$ cat src/hw/upd1771_snd_pkg.sv
package upd1771_snd_pkg;

  ////////////////////
  // timebase
  ////////////////////

  localparam int unsigned TICK_DIV   = 8;                 // CLK cycles per machine tick
  localparam int unsigned TICK_CNT_W = $clog2(TICK_DIV);  // timebase counter width

  ////////////////////
  // data widths
  ////////////////////

  typedef logic [7:0]  tone_n_t;    // N reload value and NC count
  typedef logic [2:0]  tone_nuc_t;  // NC reload counter
  typedef logic [7:0]  sample_t;    // raw DAC sample
  typedef logic [8:0]  pcm_t;       // two's complement PCM
  typedef logic [11:0] int_vec_t;   // program address of a vector

  ////////////////////
  // state encodings
  ////////////////////

  // N decoded into the ranges that pick the tone interrupt source
  typedef enum logic [2:0] {
    RANGE_OFF = 3'd0,  // 0x00..0x07 gives no interrupt
    RANGE_08  = 3'd1,  // 0x08..0x0f
    RANGE_10  = 3'd2,  // 0x10..0x1f
    RANGE_20  = 3'd3,  // 0x20..0x3f
    RANGE_40  = 3'd4   // 0x40..0xff
  } n_range_e;

  typedef enum logic [1:0] {
    IRQ_IDLE    = 2'd0,
    IRQ_PENDING = 2'd1,
    IRQ_ACTIVE  = 2'd2
  } irq_state_e;

  localparam int_vec_t TONE_VEC_BASE = 12'h020;  // vector for RANGE_08
  localparam int_vec_t TONE_VEC_STEP = 12'h004;  // added per range above

endpackage

$ cat src/hw/pcm_dac.sv
module pcm_dac
  import upd1771_snd_pkg::*;
(
  input  logic    CLK,
  input  logic    arst_n,
  input  logic    da_wr,
  input  sample_t da_data,
  input  logic    ss,
  input  logic    ts,
  output pcm_t    pcm_out
);

  ////////////////////
  // DA register
  ////////////////////

  // bit 9 inverts the sample and bit 8 is the negative flag
  logic [9:0] da;
  sample_t    magnitude;
  logic       negative;

  always_ff @(posedge CLK or negedge arst_n) begin
    if (!arst_n) begin
      da <= '0;
    end else if (da_wr) begin
      da <= {ss ^ ts, ss, da_data};
    end
  end

  ////////////////////
  // conversion
  ////////////////////

  assign negative = da[8];

  always_comb begin
    if (da[9]) begin
      magnitude = ~da[7:0];  // inverted sample
    end else begin
      magnitude = da[7:0];
    end
  end

  // 9-bit two's complement with the sign on top
  assign pcm_out = {negative, negative ? ~magnitude : magnitude};

endmodule

$ cat src/hw/tone_counter.sv
module tone_counter
  import upd1771_snd_pkg::*;
(
  input  logic      CLK,
  input  logic      arst_n,
  input  logic      n_wr,
  input  tone_n_t   n_data,
  output logic      tick,
  output logic      nc_reload,
  output tone_nuc_t nuc,
  output n_range_e  n_range
);

  localparam logic [TICK_CNT_W-1:0] TICK_LAST = TICK_CNT_W'(TICK_DIV - 1);

  logic [TICK_CNT_W-1:0] tb_cnt;  // machine cycle phase
  tone_n_t               n_reg;   // reload value N
  tone_n_t               nc;      // down-counter NC
  logic                  reload_d;

  ////////////////////
  // timebase
  ////////////////////

  always_ff @(posedge CLK or negedge arst_n) begin
    if (!arst_n) begin
      tb_cnt <= '0;
    end else if (tick) begin
      tb_cnt <= '0;
    end else begin
      tb_cnt <= tb_cnt + 1'b1;
    end
  end

  assign tick = (tb_cnt == TICK_LAST);  // one CLK in every TICK_DIV

  ////////////////////
  // tone counter
  ////////////////////

  assign nc_reload = tick & (nc == 8'd1);

  always_ff @(posedge CLK or negedge arst_n) begin
    if (!arst_n) begin
      n_reg <= '0;
    end else if (n_wr) begin
      n_reg <= n_data;
    end
  end

  always_ff @(posedge CLK or negedge arst_n) begin
    if (!arst_n) begin
      nc       <= '0;
      nuc      <= '0;
      reload_d <= 1'b0;
    end else if (tick) begin
      if (nc_reload) begin
        nc <= n_reg;
      end else begin
        nc <= nc - 1'b1;  // 0x00 wraps to 0xff
      end
      reload_d <= nc_reload;
      if (reload_d) begin
        nuc <= nuc + 1'b1;  // one tick behind the reload
      end
    end
  end

  // decode N once for the interrupt stage
  always_comb begin
    if (n_reg[7:6] != 2'b00) begin
      n_range = RANGE_40;
    end else if (n_reg[5]) begin
      n_range = RANGE_20;
    end else if (n_reg[4]) begin
      n_range = RANGE_10;
    end else if (n_reg[3]) begin
      n_range = RANGE_08;
    end else begin
      n_range = RANGE_OFF;
    end
  end

endmodule

$ cat src/hw/tone_irq.sv
module tone_irq
  import upd1771_snd_pkg::*;
(
  input  logic      CLK,
  input  logic      arst_n,
  input  logic      tick,
  input  logic      nc_reload,
  input  tone_nuc_t nuc,
  input  n_range_e  n_range,
  input  logic      tone_ie,
  input  logic      int_ack,
  output logic      irq_load,
  output int_vec_t  int_vec,
  output logic      irq_active
);

  logic       cond;      // selected tone condition
  logic       cond_d;    // condition at the previous tick
  logic       reload_d;  // reload flag, one tick late
  logic       trigger;
  irq_state_e state;
  irq_state_e state_nxt;
  int_vec_t   vec_sel;
  int_vec_t   vec_q;

  ////////////////////
  // condition and edge
  ////////////////////

  always_comb begin
    case (n_range)
      RANGE_08: cond = nuc[2];
      RANGE_10: cond = nuc[1];
      RANGE_20: cond = nuc[0];
      RANGE_40: cond = reload_d;
      default:  cond = 1'b0;  // N below 8 never interrupts
    endcase
  end

  always_ff @(posedge CLK or negedge arst_n) begin
    if (!arst_n) begin
      cond_d   <= 1'b0;
      reload_d <= 1'b0;
    end else if (tick) begin
      cond_d   <= cond;
      reload_d <= nc_reload;
    end
  end

  // falling edge between two ticks
  assign trigger = tick & cond_d & ~cond;

  ////////////////////
  // interrupt FSM
  ////////////////////

  always_comb begin
    state_nxt = state;
    case (state)
      IRQ_IDLE: begin
        if (trigger && tone_ie) begin
          state_nxt = IRQ_PENDING;
        end
      end
      IRQ_PENDING: begin
        if (tick) begin
          state_nxt = IRQ_ACTIVE;
        end
      end
      IRQ_ACTIVE: begin
        if (int_ack) begin
          state_nxt = IRQ_IDLE;  // RETI ends the interrupt
        end
      end
      default: state_nxt = IRQ_IDLE;
    endcase
  end

  always_ff @(posedge CLK or negedge arst_n) begin
    if (!arst_n) begin
      state <= IRQ_IDLE;
    end else begin
      state <= state_nxt;
    end
  end

  assign irq_load   = (state == IRQ_PENDING) & tick;
  assign irq_active = (state == IRQ_ACTIVE);

  // vector follows the range at the moment of the load
  always_comb begin
    case (n_range)
      RANGE_10: vec_sel = TONE_VEC_BASE + TONE_VEC_STEP;
      RANGE_20: vec_sel = TONE_VEC_BASE + (TONE_VEC_STEP << 1);
      RANGE_40: vec_sel = TONE_VEC_BASE + TONE_VEC_STEP + (TONE_VEC_STEP << 1);
      default:  vec_sel = TONE_VEC_BASE;
    endcase
  end

  always_ff @(posedge CLK or negedge arst_n) begin
    if (!arst_n) begin
      vec_q <= '0;
    end else if (irq_load) begin
      vec_q <= vec_sel;
    end
  end

  assign int_vec = irq_load ? vec_sel : vec_q;  // held until the next load

endmodule

$ cat src/hw/upd1771_snd.sv
module upd1771_snd
  import upd1771_snd_pkg::*;
(
  input  logic     CLK,
  input  logic     arst_n,
  // tone control
  input  logic     n_wr,
  input  tone_n_t  n_data,
  input  logic     tone_ie,
  // DAC write
  input  logic     da_wr,
  input  sample_t  da_data,
  input  logic     ss,
  input  logic     ts,
  // interrupt
  input  logic     int_ack,
  output logic     irq_load,
  output int_vec_t int_vec,
  output logic     irq_active,
  // sound out
  output pcm_t     pcm_out
);

  logic      tick;
  logic      nc_reload;
  tone_nuc_t nuc;
  n_range_e  n_range;

  tone_counter tone_counter_i (
    .CLK       (CLK),
    .arst_n    (arst_n),
    .n_wr      (n_wr),
    .n_data    (n_data),
    .tick      (tick),
    .nc_reload (nc_reload),
    .nuc       (nuc),
    .n_range   (n_range)
  );

  tone_irq tone_irq_i (
    .CLK        (CLK),
    .arst_n     (arst_n),
    .tick       (tick),
    .nc_reload  (nc_reload),
    .nuc        (nuc),
    .n_range    (n_range),
    .tone_ie    (tone_ie),
    .int_ack    (int_ack),
    .irq_load   (irq_load),
    .int_vec    (int_vec),
    .irq_active (irq_active)
  );

  pcm_dac pcm_dac_i (  // independent output stage
    .CLK     (CLK),
    .arst_n  (arst_n),
    .da_wr   (da_wr),
    .da_data (da_data),
    .ss      (ss),
    .ts      (ts),
    .pcm_out (pcm_out)
  );

endmodule

$ cat config.mk
export PLATFORM = sky130hd
export DESIGN_NAME = upd1771_snd
export DESIGN_NICKNAME = d
export VERILOG_FILES = /design/src/hw/upd1771_snd_pkg.sv /design/src/hw/pcm_dac.sv /design/src/hw/tone_counter.sv /design/src/hw/tone_irq.sv /design/src/hw/upd1771_snd.sv
export SDC_FILE = /design/constraint.sdc
export NUM_CORES = 1
export LEC_CHECK = 0
export ABC_AREA = 0
export BUFFER_PORTS_ARGS = -buffer_cell sky130_fd_sc_hd__buf_4
export CORE_UTILIZATION = 45
export CTS_BUF_LIST = sky130_fd_sc_hd__clkbuf_8
export DETAILED_ROUTE_END_ITERATION = 16
export GPL_ROUTABILITY_DRIVEN = 0
export GPL_TIMING_DRIVEN = 0
export PLACE_DENSITY = 0.65
export SYNTH_ARGS = -nofsm -noshare
export SYNTH_HDL_FRONTEND = slang
export SYNTH_HIERARCHICAL = 1
export SYNTH_SLANG_ARGS = --single-unit
$ cat constraint.sdc
create_clock -name CLK -period 4.03 [get_ports CLK]
set_input_delay 0.2015 -clock CLK [delete_from_list [all_inputs] [get_ports CLK]]
set_output_delay 0.2015 -clock CLK [all_outputs]
set_load 0.02 [all_outputs]
# Word-level counts from Yosys, hierarchy flattened

Index checks and enable logic that the tools add are counted.

Bits in registers: 48
Input port bits: 24
Output and inout port bits: 23

Add/subtract/negate cells: 3
Equal/unequal tests: 11
Multiplexer cells: 15
Bitwise gates (word level): 8
Reductions and logical operators: 5

Operator list:

| cell                                                                  | number |
|---|---|
| 8-bit 2-to-1 mux                                                      | 3 |
| 8-bit NOT                                                             | 2 |
| 12-bit 2-to-1 mux                                                     | 1 |
| 3-bit 2-to-1 mux                                                      | 4 |
| 4-bit case mux with 3 select lines                                    | 1 |
| 8-bit by 1-bit equality test with 1-bit output, second input constant | 1 |
| 8-bit by 1-bit subtractor with 8-bit output, second input constant    | 1 |
| 3-bit by 1-bit adder with 3-bit output, second input constant         | 2 |
| 3-bit by 2-bit equality test with 1-bit output, second input constant | 2 |
| 3-bit equality test, second input constant                            | 2 |
| 2-bit 2-to-1 mux                                                      | 3 |
| 2-bit case mux with 3 select lines                                    | 1 |
| 1-bit bitwise AND                                                     | 4 |
| 2-bit != test, second input constant                                  | 2 |
| 1-bit case mux with 4 select lines                                    | 1 |
| 3-bit by 1-bit equality test with 1-bit output, second input constant | 1 |
| 3-bit AND reduction                                                   | 1 |
| 2-bit by 1-bit equality test with 1-bit output, second input constant | 1 |
| 2-bit equality test, second input constant                            | 1 |
| 2-bit zero test                                                       | 1 |
| 2-bit by 1-bit != test with 1-bit output, second input constant       | 1 |
| 2-bit AND reduction                                                   | 1 |
| 2-bit nonzero test                                                    | 1 |
| 1-bit logical AND                                                     | 1 |
| other kinds (3)                                                       | 3 |

# Logic depth before layout (Yosys ltp)

Gate-level depths: netlist (run 1).

Depth after elaboration: 11
Gate-level depth with buffers: 7
Gate-level depth less buffers: 6

# By module

Netlist (run 1), hierarchy kept.

Modules (own cells, without submodules):

| module       | instances | cells each | area each (sq um) | seq. area each (sq um) |
|---|---|---|---|---|
| tone_counter | 1         | 103        | 1156.1            | 575.6 |
| tone_irq     | 1         | 51         | 641.9             | 400.4 |
| pcm_dac      | 1         | 33         | 479.2             | 250.2 |

# Worst setup path after synthesis (run 1)

No wires, ideal clock.

Path kind: register -> register
Start: reg tone_counter_i.tb_cnt[0]
End: reg tone_counter_i.nc[2]
Arrival time: 1.820 ns
Required time: 3.914 ns
Slack: 2.095 ns
Stages on the path, launching flop included: 8
Path buffers: 2
Period minus slack after synthesis: 1.935 ns
Path through: dfrtp_1 > ha_1 > ha_1 > clkdlybuf4s15_1 > nor4b_4 > and2_0 > buf_2 > o311ai_0

Word-level cells in the longest chain between the ends: 3

RTL lines:

| what                     | RTL line           | text |
|---|---|---|
| start: declaration       | tone_counter.sv:16 | `logic [TICK_CNT_W-1:0] tb_cnt;` |
| start signal: assignment | tone_counter.sv:31 | `tb_cnt <= tb_cnt + 1'b1;` |
| 3-bit equality test      | tone_counter.sv:35 | `assign tick = (tb_cnt == TICK_LAST);` |
| net tick                 | upd1771_snd.sv:24  | `logic tick;` |
| 1-bit bitwise AND        | tone_counter.sv:41 | `assign nc_reload = tick & (nc == 8'd1);` |
| net nc_reload            | upd1771_snd.sv:25  | `logic nc_reload;` |
| 8-bit 2-to-1 mux         | tone_counter.sv:57 | `if (nc_reload) begin` |
| end signal: assignment   | tone_counter.sv:58 | `nc <= n_reg;` |
| end signal: assignment   | tone_counter.sv:60 | `nc <= nc - 1'b1;` |
| end: declaration         | tone_counter.sv:18 | `tone_n_t nc;` |

The timed path passes the listed nets, and every way through them passes these cells.
A chain may end at the register's enable or synchronous reset.

# Worst setup path in the final report (run 1)

Start: reg tone_counter_i.tb_cnt[0]
End: out int_vec[3]

Word-level cells in the longest chain between the ends: 3

RTL lines:

| what                | RTL line           | text |
|---|---|---|
| 3-bit equality test | tone_counter.sv:35 |  |
| net tick            | upd1771_snd.sv:24  |  |
| 1-bit bitwise AND   | tone_irq.sv:87     | `assign irq_load = (state == IRQ_PENDING) & tick;` |
| 12-bit 2-to-1 mux   | tone_irq.sv:108    | `assign int_vec = irq_load ? vec_sel : vec_q;` |
| end: declaration    | upd1771_snd.sv:18  | `output int_vec_t int_vec,` |

The timed path passes the listed nets, and every way through them passes these cells.

==> metrics.md, run 1 <==
| Metric | Value |
|---|---|
| Initial antenna violation count | 0 |
| Worst EP required | 3.83 ns |
| MaxCap Viol Count | 0 |
| CTS sink count | 49 |
| ANT cells | 0 |
| DRT Wirelength | 4054 um |
| Vias in the first global route | 1497 |
| CTS tree | built |
| Largest cells by area after synthesis | dfrtp_1, mux2_2, xnor2_1 |
| GRT overflow | 0 |
| Final Skew | 0.01218 ns |
| Top FF cell, synth | dfrtp_1 |
| Placed Instance Area | 2699 um^2 |
| Max Freq | 426.2 MHz |
| Crit path kind | reg2out |
| Max Root-Sink Buffers | 2 |
| Critical-path maximum fanout | 10 |
| Top Registers | tone_irq_i/vec_q x12, pcm_dac_i/da x10 |
| Fin crit period | 2.346 ns |
| Flop-to-flop setup slack | 1.68 ns |
| H-Tree Level Count | 2 |
| EDFF count, synth | 0 |
| Seq/Total Area, Yosys | 0.5385 |
| Vias | 1551 |
| Synth Warn # | 6 |
| Ports | 47 |
| Largest register FFs | 12 |
| Share of the synthesized area in the top cell type | 0.5385 |
| Pwr/cell area | 356.1 nW/um^2 |
| CTS clock-pin slew for the worst setup and hold paths | 0.10 ns |
| Placed Cells | 299 |
| Latest clock arrival within the worst-skew pair | 0.31 ns |
| Post-synthesis adder-cell area fraction | 0.02747 |
| Multi-input logic area | 977.2 um^2 |
| Worst setup EP type | primary output |
| Worst Setup Start Kind | flop |
| Max-slew violation count | 0 |
| Die Y | 73.14 um |
| Global-route wire length before repair | 6927 um |
| Main combinational cell family by area after synthesis | simple AND/OR/NAND/NOR gates |
| Finished Layout Cells | 308 |
| Post-synthesis simple-gate area fraction | 0.1533 |
| Final Core Density | 0.5856 |
| Initial DRC count | 50 |
| Final Cycle Share | 0.5822 |
| Hold Path Stages | 2 |
| Clk Tree Root Cell | clkbuf_8 |
| RSZ-0062 raised after global routing | false |
| Most Frequent Cell on Critical Path | ha_1 |
| DR vias/cell | 5.036 |
| Nets@finish | 269 |
| Largest stage delay on the critical path | 0.40 ns |
| CP cell instances | ha_1 -> ha_1 -> nand3b_1 -> clkbuf_1 -> nand2_1 -> o21ai_0 -> buf_4 |
| Slew @ Worst Pin | 0.7806 ns |
| GRT Resource Usage Total | 0.1707 |
| Status | completed |
| R2R cell count | 7 |
| Worst Hold End | tone_irq_i/state[1] |
| Post-synth top cells | dfrtp_1, mux2_2, xnor2_1, and2_1, nor2_1 |
| Largest net degree at the start of global routing | 50 |
| Static Leakage | 0.001342 uW |
| Post-synthesis xor/xnor area fraction | 0.05824 |
| Core ar. | 4786 um^2 |
| Share of post-route cells with drive strength above 1 | 0.3444 |
| Detail Route Antenna Nets | 0 |
| Synth cell types | 48 |
| Hold crit path type | in2reg |
| Hold path start | int_ack |
| DR pass1 iterations | 4 |
| Routed len/inst | 13.16 um |
| Initial Util | 0.4758 |
| Slew HR | 0.4723 |
| Cells after synthesis | 187 |
| Setup tns final | 0 ns |
| Largest Register | tone_irq_i/vec_q |
| Growth of design area from synthesis to finish | 23.08% |
| Post-synthesis async set-or-reset flop share | 1.000 |
| Multiplexer fraction of the synthesized cell area | 0.09560 |
| Die Wd | 73.14 um |
| Net count after synthesis | 216 |
| Sequential Area | 1226 um^2 |
| Fill cells | 422 |
| PortBufs | 45 |
| CTS Hold Buffers Added | 1 |
| Drt drc | 0 |
| Most frequent cell after synthesis | dfrtp_1 |
| Post-route cell area | 2803 um^2 |
| Syn Area/Cell | 12.18 um^2 |
| Post-synthesis register bit count | 49 |
| Slowest cell on crit path | dfrtp_1 |
| FP Rows | 25 |
| Synth area leader | dfrtp_1 |
| Compound-cell area share of the yosys netlist | 0.09451 |
| Post-DP HPWL | 2903 um |
| R2r endpoint | tone_counter_i/nc[2] |
| Cts bufs inserted | 5 |
| Worst vdd ir | 198.5 uV |
| Die area | 5349 um^2 |
| Final setup viols | 0 |
| WP data arrival | 2.14 ns |
| # resized after CTS | 0 |
| Postcts setup bufs | 0 |
| Synth Cell Area | 2277 um^2 |
| Critical R2R Launch | tone_counter_i/tb_cnt[0] |
| Final Hold Fails | 0 |
-- final cells by class --
cell class              count  area share
flip-flops and latches     49      0.4375
multi-input cells         122      0.3487
repair buffers             46      0.1241
well taps                  67     0.02991
clock buffers               5     0.02455
plain buffers               7     0.01429
inverters                   9     0.01205
clock inverters             3    0.008929
-- worst max path at each step --
| stage | from | to | slack, ns |
|---|---|---|---|
| floorplan | tone_counter_i/tb_cnt[0] | tone_counter_i/nc[2] | 2.09 |
| global placement | tone_counter_i/tb_cnt[0] | tone_counter_i/nc[2] | 1.73 |
| detailed placement | tone_counter_i/tb_cnt[0] | tone_counter_i/nc[2] | 1.73 |
| CTS | tone_counter_i/tb_cnt[0] | int_vec[3] | 1.64 |
| global route | tone_counter_i/tb_cnt[0] | tone_counter_i/nc[2] | 1.45 |
| finish | tone_counter_i/tb_cnt[0] | int_vec[3] | 1.68 |
-- through the flow --
stage                     setup slack (ns)  hold slack [ns]  total power (uW)
after detailed placement             1.732           0.2562             712.1
after CTS                            1.638          0.09309              1013
after floorplan                      2.095         -0.09409             635.0
after global routing                 1.453          0.09162              1051
final                                1.684           0.1058             998.0
after global placement               1.730           0.2630             711.0
-- worst max-delay path: cells and delay by family (launching register included) --
family | cells | cell delay [ns]
fa+ha+maj | 2 | 0.47
compound gates | 1 | 0.12
buf+inv | 2 | 0.51
simple gates | 2 | 0.33
flops | 1 | 0.40
-- routing by layer --
| layer | share of wire | global-route usage | wire length (um) | vias up |
|---|---|---|---|---|
| met3 | 0.051 | 0.04420 | 208 | 6 |
| met4 | 0.013 | 0.05882 | 52 | 0 |
| li1 | - | - | - | 765 |
| met2 | 0.46 | 0.2767 | 1863 | 41 |
| met1 | 0.48 | 0.2218 | 1930 | 739 |
| met5 | 0 | 0 | 0 | - |
-- cell families (layout without fill, tap and decap cells) --
group,count (synthesis),in the layout
and+or+nand+nor,56,56
DFF,49,49
xor gates and xnor gates,13,13
AOI/OAI and AO/OA,29,29
buffers and inverters,16,70
muxes,19,19
adders and majority gates,5,5
-- where the power goes --
group	leakage, uW	internal [uW]	total, uW	switching [uW]
Clock	0.0000447	125	298	173
Combinational	0.000689	90.1	175	84.7
Sequential	0.000608	509	525	15.2
Total	0.00134	725	998	273
-- layout by cell type (no fill, tap or decap), drive strengths merged, types with 2 or more instances in the layout --
master	synthesis	routed
nor2b	2	2
buf	3	48
nand3	3	3
xnor2	13	13
nor3	4	4
and3b	2	2
and2	11	11
nor2	10	10
a211oi	4	4
o21ai	4	4
o311ai	2	2
inv	9	10
mux2	19	19
clkbuf	3	8
ha	5	5
nor4b	2	2
o31ai	3	3
nor4bb	2	2
nand2	9	9
nand2b	2	2
dfrtp	49	49
nor3b	3	3
a21oi	5	5
No activity file was read; power rests on OpenSTA's default activity.
==> run 2, diff against run 1 <==
- PLACE_DENSITY: 0.65 -> 0.67
- clock period: 4.03 -> 2.05 ns (I/O delays scaled with it)
==> run 2 against run 1 <==
  * Utilization is 1.8 points higher
  * Sequential power is 96% higher
  * Via count is 0.45% lower
  * Sequential share of layout area is 1.3 points lower
  * Cell count is 1.3% higher
  * Worst hold slack worse by 0.083 ns
  * Clock power is 130% higher
  * Total power is 110% higher
  * Largest power group unchanged
==> metrics.md, run 2 (synthesis results as in run 1) <==
| Metric | Value |
|---|---|
| Largest register FFs | 12 (unchanged) |
| Die Wd | 73.14 um (unchanged) |
| Worst EP required | 1.95 ns (-1.88 ns) |
| Initial Util | 0.4758 (unchanged) |
| ANT cells | 0 (unchanged) |
| Worst setup EP type | primary output |
| Max Root-Sink Buffers | 2 (unchanged) |
| Latest clock arrival within the worst-skew pair | 0.30 ns (about the same) |
| Hold crit path type | in2reg |
| Status | completed |
| Die Y | 73.14 um (unchanged) |
| CTS clock-pin slew for the worst setup and hold paths | 0.09 ns (about the same) |
| Crit path kind | reg2out |
| Core ar. | 4786 um^2 (unchanged) |
| Placed Cells | 299 (unchanged) |
| Worst Hold End | tone_counter_i/n_reg[4] |
| FP Rows | 25 (unchanged) |
| Setup WS post-layout | 0.1194 ns (-1.564 ns) |
| Detail Route Antenna Nets | 0 (unchanged) |
| Slew HR | 0.5946 (+0.1223) |
| Finished Layout Cells | 312 (+1.3%) |
| Max Freq | 518.0 MHz |
| Share of post-route cells with drive strength above 1 | 0.3796 (+0.03519) |
| MaxCap Viol Count | 0 (unchanged) |
| GRT Resource Usage Total | 0.1698 (-0.0008359) |
| Final Hold Fails | 0 (unchanged) |
| Vias in the first global route | 1537 (+2.7%) |
| Worst Setup Start Kind | flop |
| Max-slew violation count | 0 (unchanged) |
| Critical-path maximum fanout | 10 (unchanged) |
| R2r endpoint | tone_counter_i/nc[3] |
| DRT Wirelength | 4058 um (about the same) |
| Nets@finish | 273 (+1.5%) |
| Worst vdd ir | 522.6 uV (+160%) |
| Pwr/cell area | 719.5 nW/um^2 (+100%) |
| GRT overflow | 0 (unchanged) |
| Drt drc | 0 (unchanged) |
| Setup tns final | 0 ns (unchanged) |
| Initial antenna violation count | 0 (unchanged) |
| Growth of design area from synthesis to finish | 26.76% |
| RSZ-0062 raised after global routing | false |
| Final Cycle Share | 0.9417 |
| H-Tree Level Count | 2 (unchanged) |
| Critical R2R Launch | tone_counter_i/nc[1] |
| Global-route wire length before repair | 6906 um (-0.30%) |
| Hold Path Stages | 3 (+1) |
| Final Skew | 0.008571 ns (-0.003609 ns) |
| Fin crit period | 1.931 ns |
| Largest Register | tone_irq_i/vec_q |
| Static Leakage | 0.001374 uW (+2.4%) |
| Worst Setup Slack post-DPL | -0.2798 ns (-2.012 ns) |
| PortBufs | 45 (unchanged) |
| Post-DP HPWL | 2948 um (+1.6%) |
| Largest net degree at the start of global routing | 50 (unchanged) |
| Flop-to-flop setup slack | 0.19 ns (-1.49 ns) |
| Initial DRC count | 58 (+16%) |
| Clk Tree Root Cell | clkbuf_8 |
| Top Registers | tone_irq_i/vec_q x12, pcm_dac_i/da x10 |
| CTS sink count | 49 (unchanged) |
| WP data arrival | 1.83 ns (-0.31 ns) |
| Final setup viols | 0 (unchanged) |
| R2R cell count | 5 (-2) |
| Routed len/inst | 13.01 um (-1.2%) |
| Hold path start | n_data[4] |
| DR vias/cell | 4.949 (-1.7%) |
| Vias | 1544 (-0.45%) |
| DR pass1 iterations | 4 (unchanged) |
| Ports | 47 (unchanged) |
| CTS tree | built |
| Cts bufs inserted | 5 (unchanged) |
| Pwr Total | 2077 uW (+110%) |
| Most frequent cells in the layout | buf_4, dfrtp_1, mux2_2 |
| Die area | 5349 um^2 (unchanged) |
| Slew @ Worst Pin | 0.6081 ns (-0.1725 ns) |
run 2: how the worst max path moves through the flow:
stage               depth (start not counted)  slack, ns                    to                     start
global route                                7      0.007            int_vec[3]  tone_counter_i/tb_cnt[0]
detailed placement                          7      -0.28  tone_counter_i/nc[2]  tone_counter_i/tb_cnt[0]
CTS                                         6       0.06            int_vec[3]  tone_counter_i/tb_cnt[0]
global placement                            7      -0.24  tone_counter_i/nc[2]  tone_counter_i/tb_cnt[0]
finish                                      7       0.12            int_vec[2]  tone_counter_i/tb_cnt[0]
floorplan                                   7       0.11  tone_counter_i/nc[2]  tone_counter_i/tb_cnt[0]
run 2: area by class of cell:
cell class	count	area (um^2)
Fill cell	417	1899
Sequential cell	49	1226
Multi-Input combinational cell	122	1008
Timing Repair Buffer	50	380.4
Tap cell	67	83.83
Clock buffer	5	68.82
Clock inverter	3	46.29
Buffer	7	38.79
Inverter	9	33.78
run 2: worst max-delay path, cell delays in order (launching register included):
cell and delay (ns):
dfrtp_1 0.39, ha_1 0.20, ha_2 0.23, nand3b_1 0.15
clkbuf_4 0.20, nand2_1 0.07, o31ai_1 0.08, buf_4 0.21
run 2: metal layers:
metal / GRT usage / wire length, um / vias to the layer above
li1: - / - / 773
met1: 0.2305 / 1968 / 729
met2: 0.2695 / 1854 / 40
met3: 0.04558 / 205 / 2
met4: 0.04575 / 29 / 0
met5: 0 / 0 / -
run 2: power by group:
part	leakage, uW	switching [uW]	internal, uW	total, uW
clock network	0.0000543	325	365	690
logic	0.000712	174	182	356
registers	0.000608	29.4	1000	1030
run 2: repair_timing:
item	in CTS	in global routing
pin swaps	1	0
setup endpoints to repair	17	7
hold buffers	2	0
setup buffers	3	0
gates resized for setup	11	5
endpoints found under the hold margin	50	0
run 2: metrics by stage:
| stage | utilization | cell area, um^2 | hold slack, ns |
|---|---|---|---|
| final | 0.6031 | 2887 | 0.02294 |
| after global routing | 0.6031 | 2887 | 0.02096 |
| after CTS | 0.6039 | 2890 | 0.01368 |
| after detailed placement | 0.5639 | 2699 | 0.1600 |
| after global placement | 0.5639 | 2699 | 0.1616 |
| after floorplan | - | 2277 | -0.1931 |
==> run 3, diff against run 2 <==
- CTS_BUF_LIST: sky130_fd_sc_hd__clkbuf_8 -> sky130_fd_sc_hd__clkbuf_16
- RECOVER_POWER: not set -> 100
==> run 3 against run 2 <==
  * Sequential share of layout area up 0.35 points
  * Sequential power about the same
  * Utilization decreased by 0.50 points
  * Critical path depth is the same
  * Setup slack worse by 0.0022 ns
  * Worst hold slack lost 0.0059 ns
  * Total power grew 9.3%
  * Fmax is 0.11% lower
  * Register-to-register slack got worse by 0.03 ns
  * First-iteration DRC count decreased by 31%
  * Via count is 0.45% lower
  * Clock power grew 35%
  * Critical path type unchanged
==> metrics.md, run 3 (synthesis results as in run 1) <==
| Metric | Value |
|---|---|
| Status | completed |
| Growth of design area from synthesis to finish | 25.71% |
| Worst Hold End | tone_irq_i/state[1] |
| Hold path start | int_ack |
| Core ar. | 4786 um^2 (unchanged) |
| Clk Tree Root Cell | clkbuf_16 |
| Worst setup EP type | primary output |
| Post-DP HPWL | 2948 um (unchanged) |
| Worst hold slack | 0.01707 ns (-0.005874 ns) |
| R2r endpoint | tone_counter_i/nc[3] |
| Setup WS post-layout | 0.1173 ns (-0.002180 ns) |
| Vias | 1537 (-0.45%) |
| R2R cell count | 5 (unchanged) |
| GRT Resource Usage Total | 0.1722 (+0.002384) |
| H-Tree Level Count | 2 (unchanged) |
| Final setup viols | 0 (unchanged) |
| Hold crit path type | in2reg |
| Post-route cell area | 2863 um^2 (-0.82%) |
| Largest Register | tone_irq_i/vec_q |
| ANT cells | 0 (unchanged) |
| Static Leakage | 0.001341 uW (-2.5%) |
| Commonest non-fill, non-tap cell in the layout | dfrtp_1 |
| Final Skew | 0.005483 ns (-0.003088 ns) |
| Latest clock arrival within the worst-skew pair | 0.28 ns (-0.02 ns) |
| Finished Layout Cells | 311 (-0.32%) |
| Detail Route Antenna Nets | 0 (unchanged) |
| DRT Wirelength | 4116 um (+1.4%) |
| Drt drc | 0 (unchanged) |
| GRT overflow | 0 (unchanged) |
| Top Registers | tone_irq_i/vec_q x12, pcm_dac_i/da x10 |
| Die area | 5349 um^2 (unchanged) |
| Final Cycle Share | 0.9428 (+0.001063) |
| Pwr/cell area | 793.2 nW/um^2 (+10%) |
| Worst Setup Slack post-DPL | -0.2798 ns (unchanged) |
| Slew HR | 0.2092 (-0.3854) |
| Cts bufs inserted | 5 (unchanged) |
| DR vias/cell | 4.942 (-0.13%) |
| DR pass1 iterations | 4 (unchanged) |
| Placed Cells | 299 (unchanged) |
| Global-route wire length before repair | 6955 um (+0.71%) |
| Initial Util | 0.4758 (unchanged) |
| Share of post-route cells with drive strength above 1 | 0.3361 (-0.04353) |
| Worst vdd ir | 701.5 uV (+34%) |
| Final Core Density | 0.5982 (-0.004967) |
| Final Hold Fails | 0 (unchanged) |
| Max Freq | 517.4 MHz (-0.11%) |
| Hold Path Stages | 2 (-1) |
| Slew @ Worst Pin | 1.186 ns (+0.5781 ns) |
| Routed len/inst | 13.23 um (+1.8%) |
| Die Wd | 73.14 um (unchanged) |
| Initial antenna violation count | 0 (unchanged) |
| WP data arrival | 1.83 ns (about the same) |
| Largest net degree at the start of global routing | 50 (unchanged) |
| CTS sink count | 49 (unchanged) |
| Worst Setup Start Kind | flop |
| RSZ-0062 raised after global routing | false |
| Critical R2R Launch | tone_counter_i/nc[1] |
| Most frequent cells in the layout | dfrtp_1, buf_4, mux2_2 |
| Vias in the first global route | 1537 (unchanged) |
| Max-slew violation count | 0 (unchanged) |
| Critical-path maximum fanout | 10 (unchanged) |
| Placed Instance Area | 2699 um^2 (unchanged) |
| CTS clock-pin slew for the worst setup and hold paths | 0.06 ns (-0.03 ns) |
| CTS tree | built |
| MaxCap Viol Count | 0 (unchanged) |
| Ports | 47 (unchanged) |
| Crit path kind | reg2out |
| Initial DRC count | 40 (-31%) |
| FP Rows | 25 (unchanged) |
| Largest register FFs | 12 (unchanged) |
| Flop-to-flop setup slack | 0.16 ns (-0.03 ns) |
| Fin crit period | 1.933 ns (+0.002180 ns) |
| Die Y | 73.14 um (unchanged) |
| PortBufs | 45 (unchanged) |
| Max Root-Sink Buffers | 2 (unchanged) |
| Worst EP required | 1.95 ns (about the same) |
| Nets@finish | 272 (-0.37%) |
==> run 3: how the worst max path moves through the flow <==
stage / startpoint / end / depth (start not counted)
after floorplan: tone_counter_i/tb_cnt[0] / tone_counter_i/nc[2] / 7
after global placement: tone_counter_i/tb_cnt[0] / tone_counter_i/nc[2] / 7
after detailed placement: tone_counter_i/tb_cnt[0] / tone_counter_i/nc[2] / 7
after CTS: tone_counter_i/tb_cnt[0] / tone_counter_i/nc[1] / 7
after global routing: tone_counter_i/tb_cnt[0] / int_vec[10] / 6
final: tone_counter_i/tb_cnt[0] / int_vec[2] / 7
==> run 3: where the power goes <==
group          total (uW)  switching [uW]  internal (uW)
Clock                 929             352            577
Sequential           1030            26.7           1000
Combinational         312             173            139
Total                2270             552           1720
==> run 3: per-layer routing <==
metal  share of wire  vias up  GRT usage
met5               0        -          0
met4          0.0087        0    0.05229
met3           0.043        4    0.04558
met2            0.46       33     0.2767
met1            0.49      728     0.2287
li1                -      772          -
==> run 3: worst max-delay path, cell delays in order (launching register included) <==
cell      delay, ns
dfrtp_1        0.40
ha_1           0.21
ha_2           0.22
nand3b_1       0.14
buf_2          0.21
nand2_1        0.08
o31ai_1        0.09
buf_4          0.21
==> run 3: layout make-up <==
class | count | area (um^2)
Timing Repair Buffer | 49 | 317.8
Clock buffer | 5 | 125.1
Fill cell | 425 | 1923
Inverter | 9 | 33.78
Multi-Input combinational cell | 122 | 993.5
Sequential cell | 49 | 1226
Tap cell | 67 | 83.83
Clock inverter | 3 | 46.29
Buffer | 7 | 36.28
==> run 3: per-stage QoR <==
| stage | power [uW] | TNS, ns |
|---|---|---|
| 4_1_cts | 2344 | 0 |
| 3_3_place_gp | 1396 | -1.235 |
| 3_5_place_dp | 1399 | -1.460 |
| 5_1_grt | 2365 | 0 |
| 2_1_floorplan | 1248 | 0 |
| 6_report | 2271 | 0 |
==> run 3: timing repair <==
| action | in CTS | in global routing |
|---|---|---|
| hold buffers | 1 | 0 |
| pin swaps | 1 | 0 |
| endpoints found under the setup margin | 17 | 9 |
| hold endpoints to repair | 49 | 0 |
| resized for setup | 11 | 4 |
| cloned | 0 | 0 |
| buffers inserted | 3 | 0 |
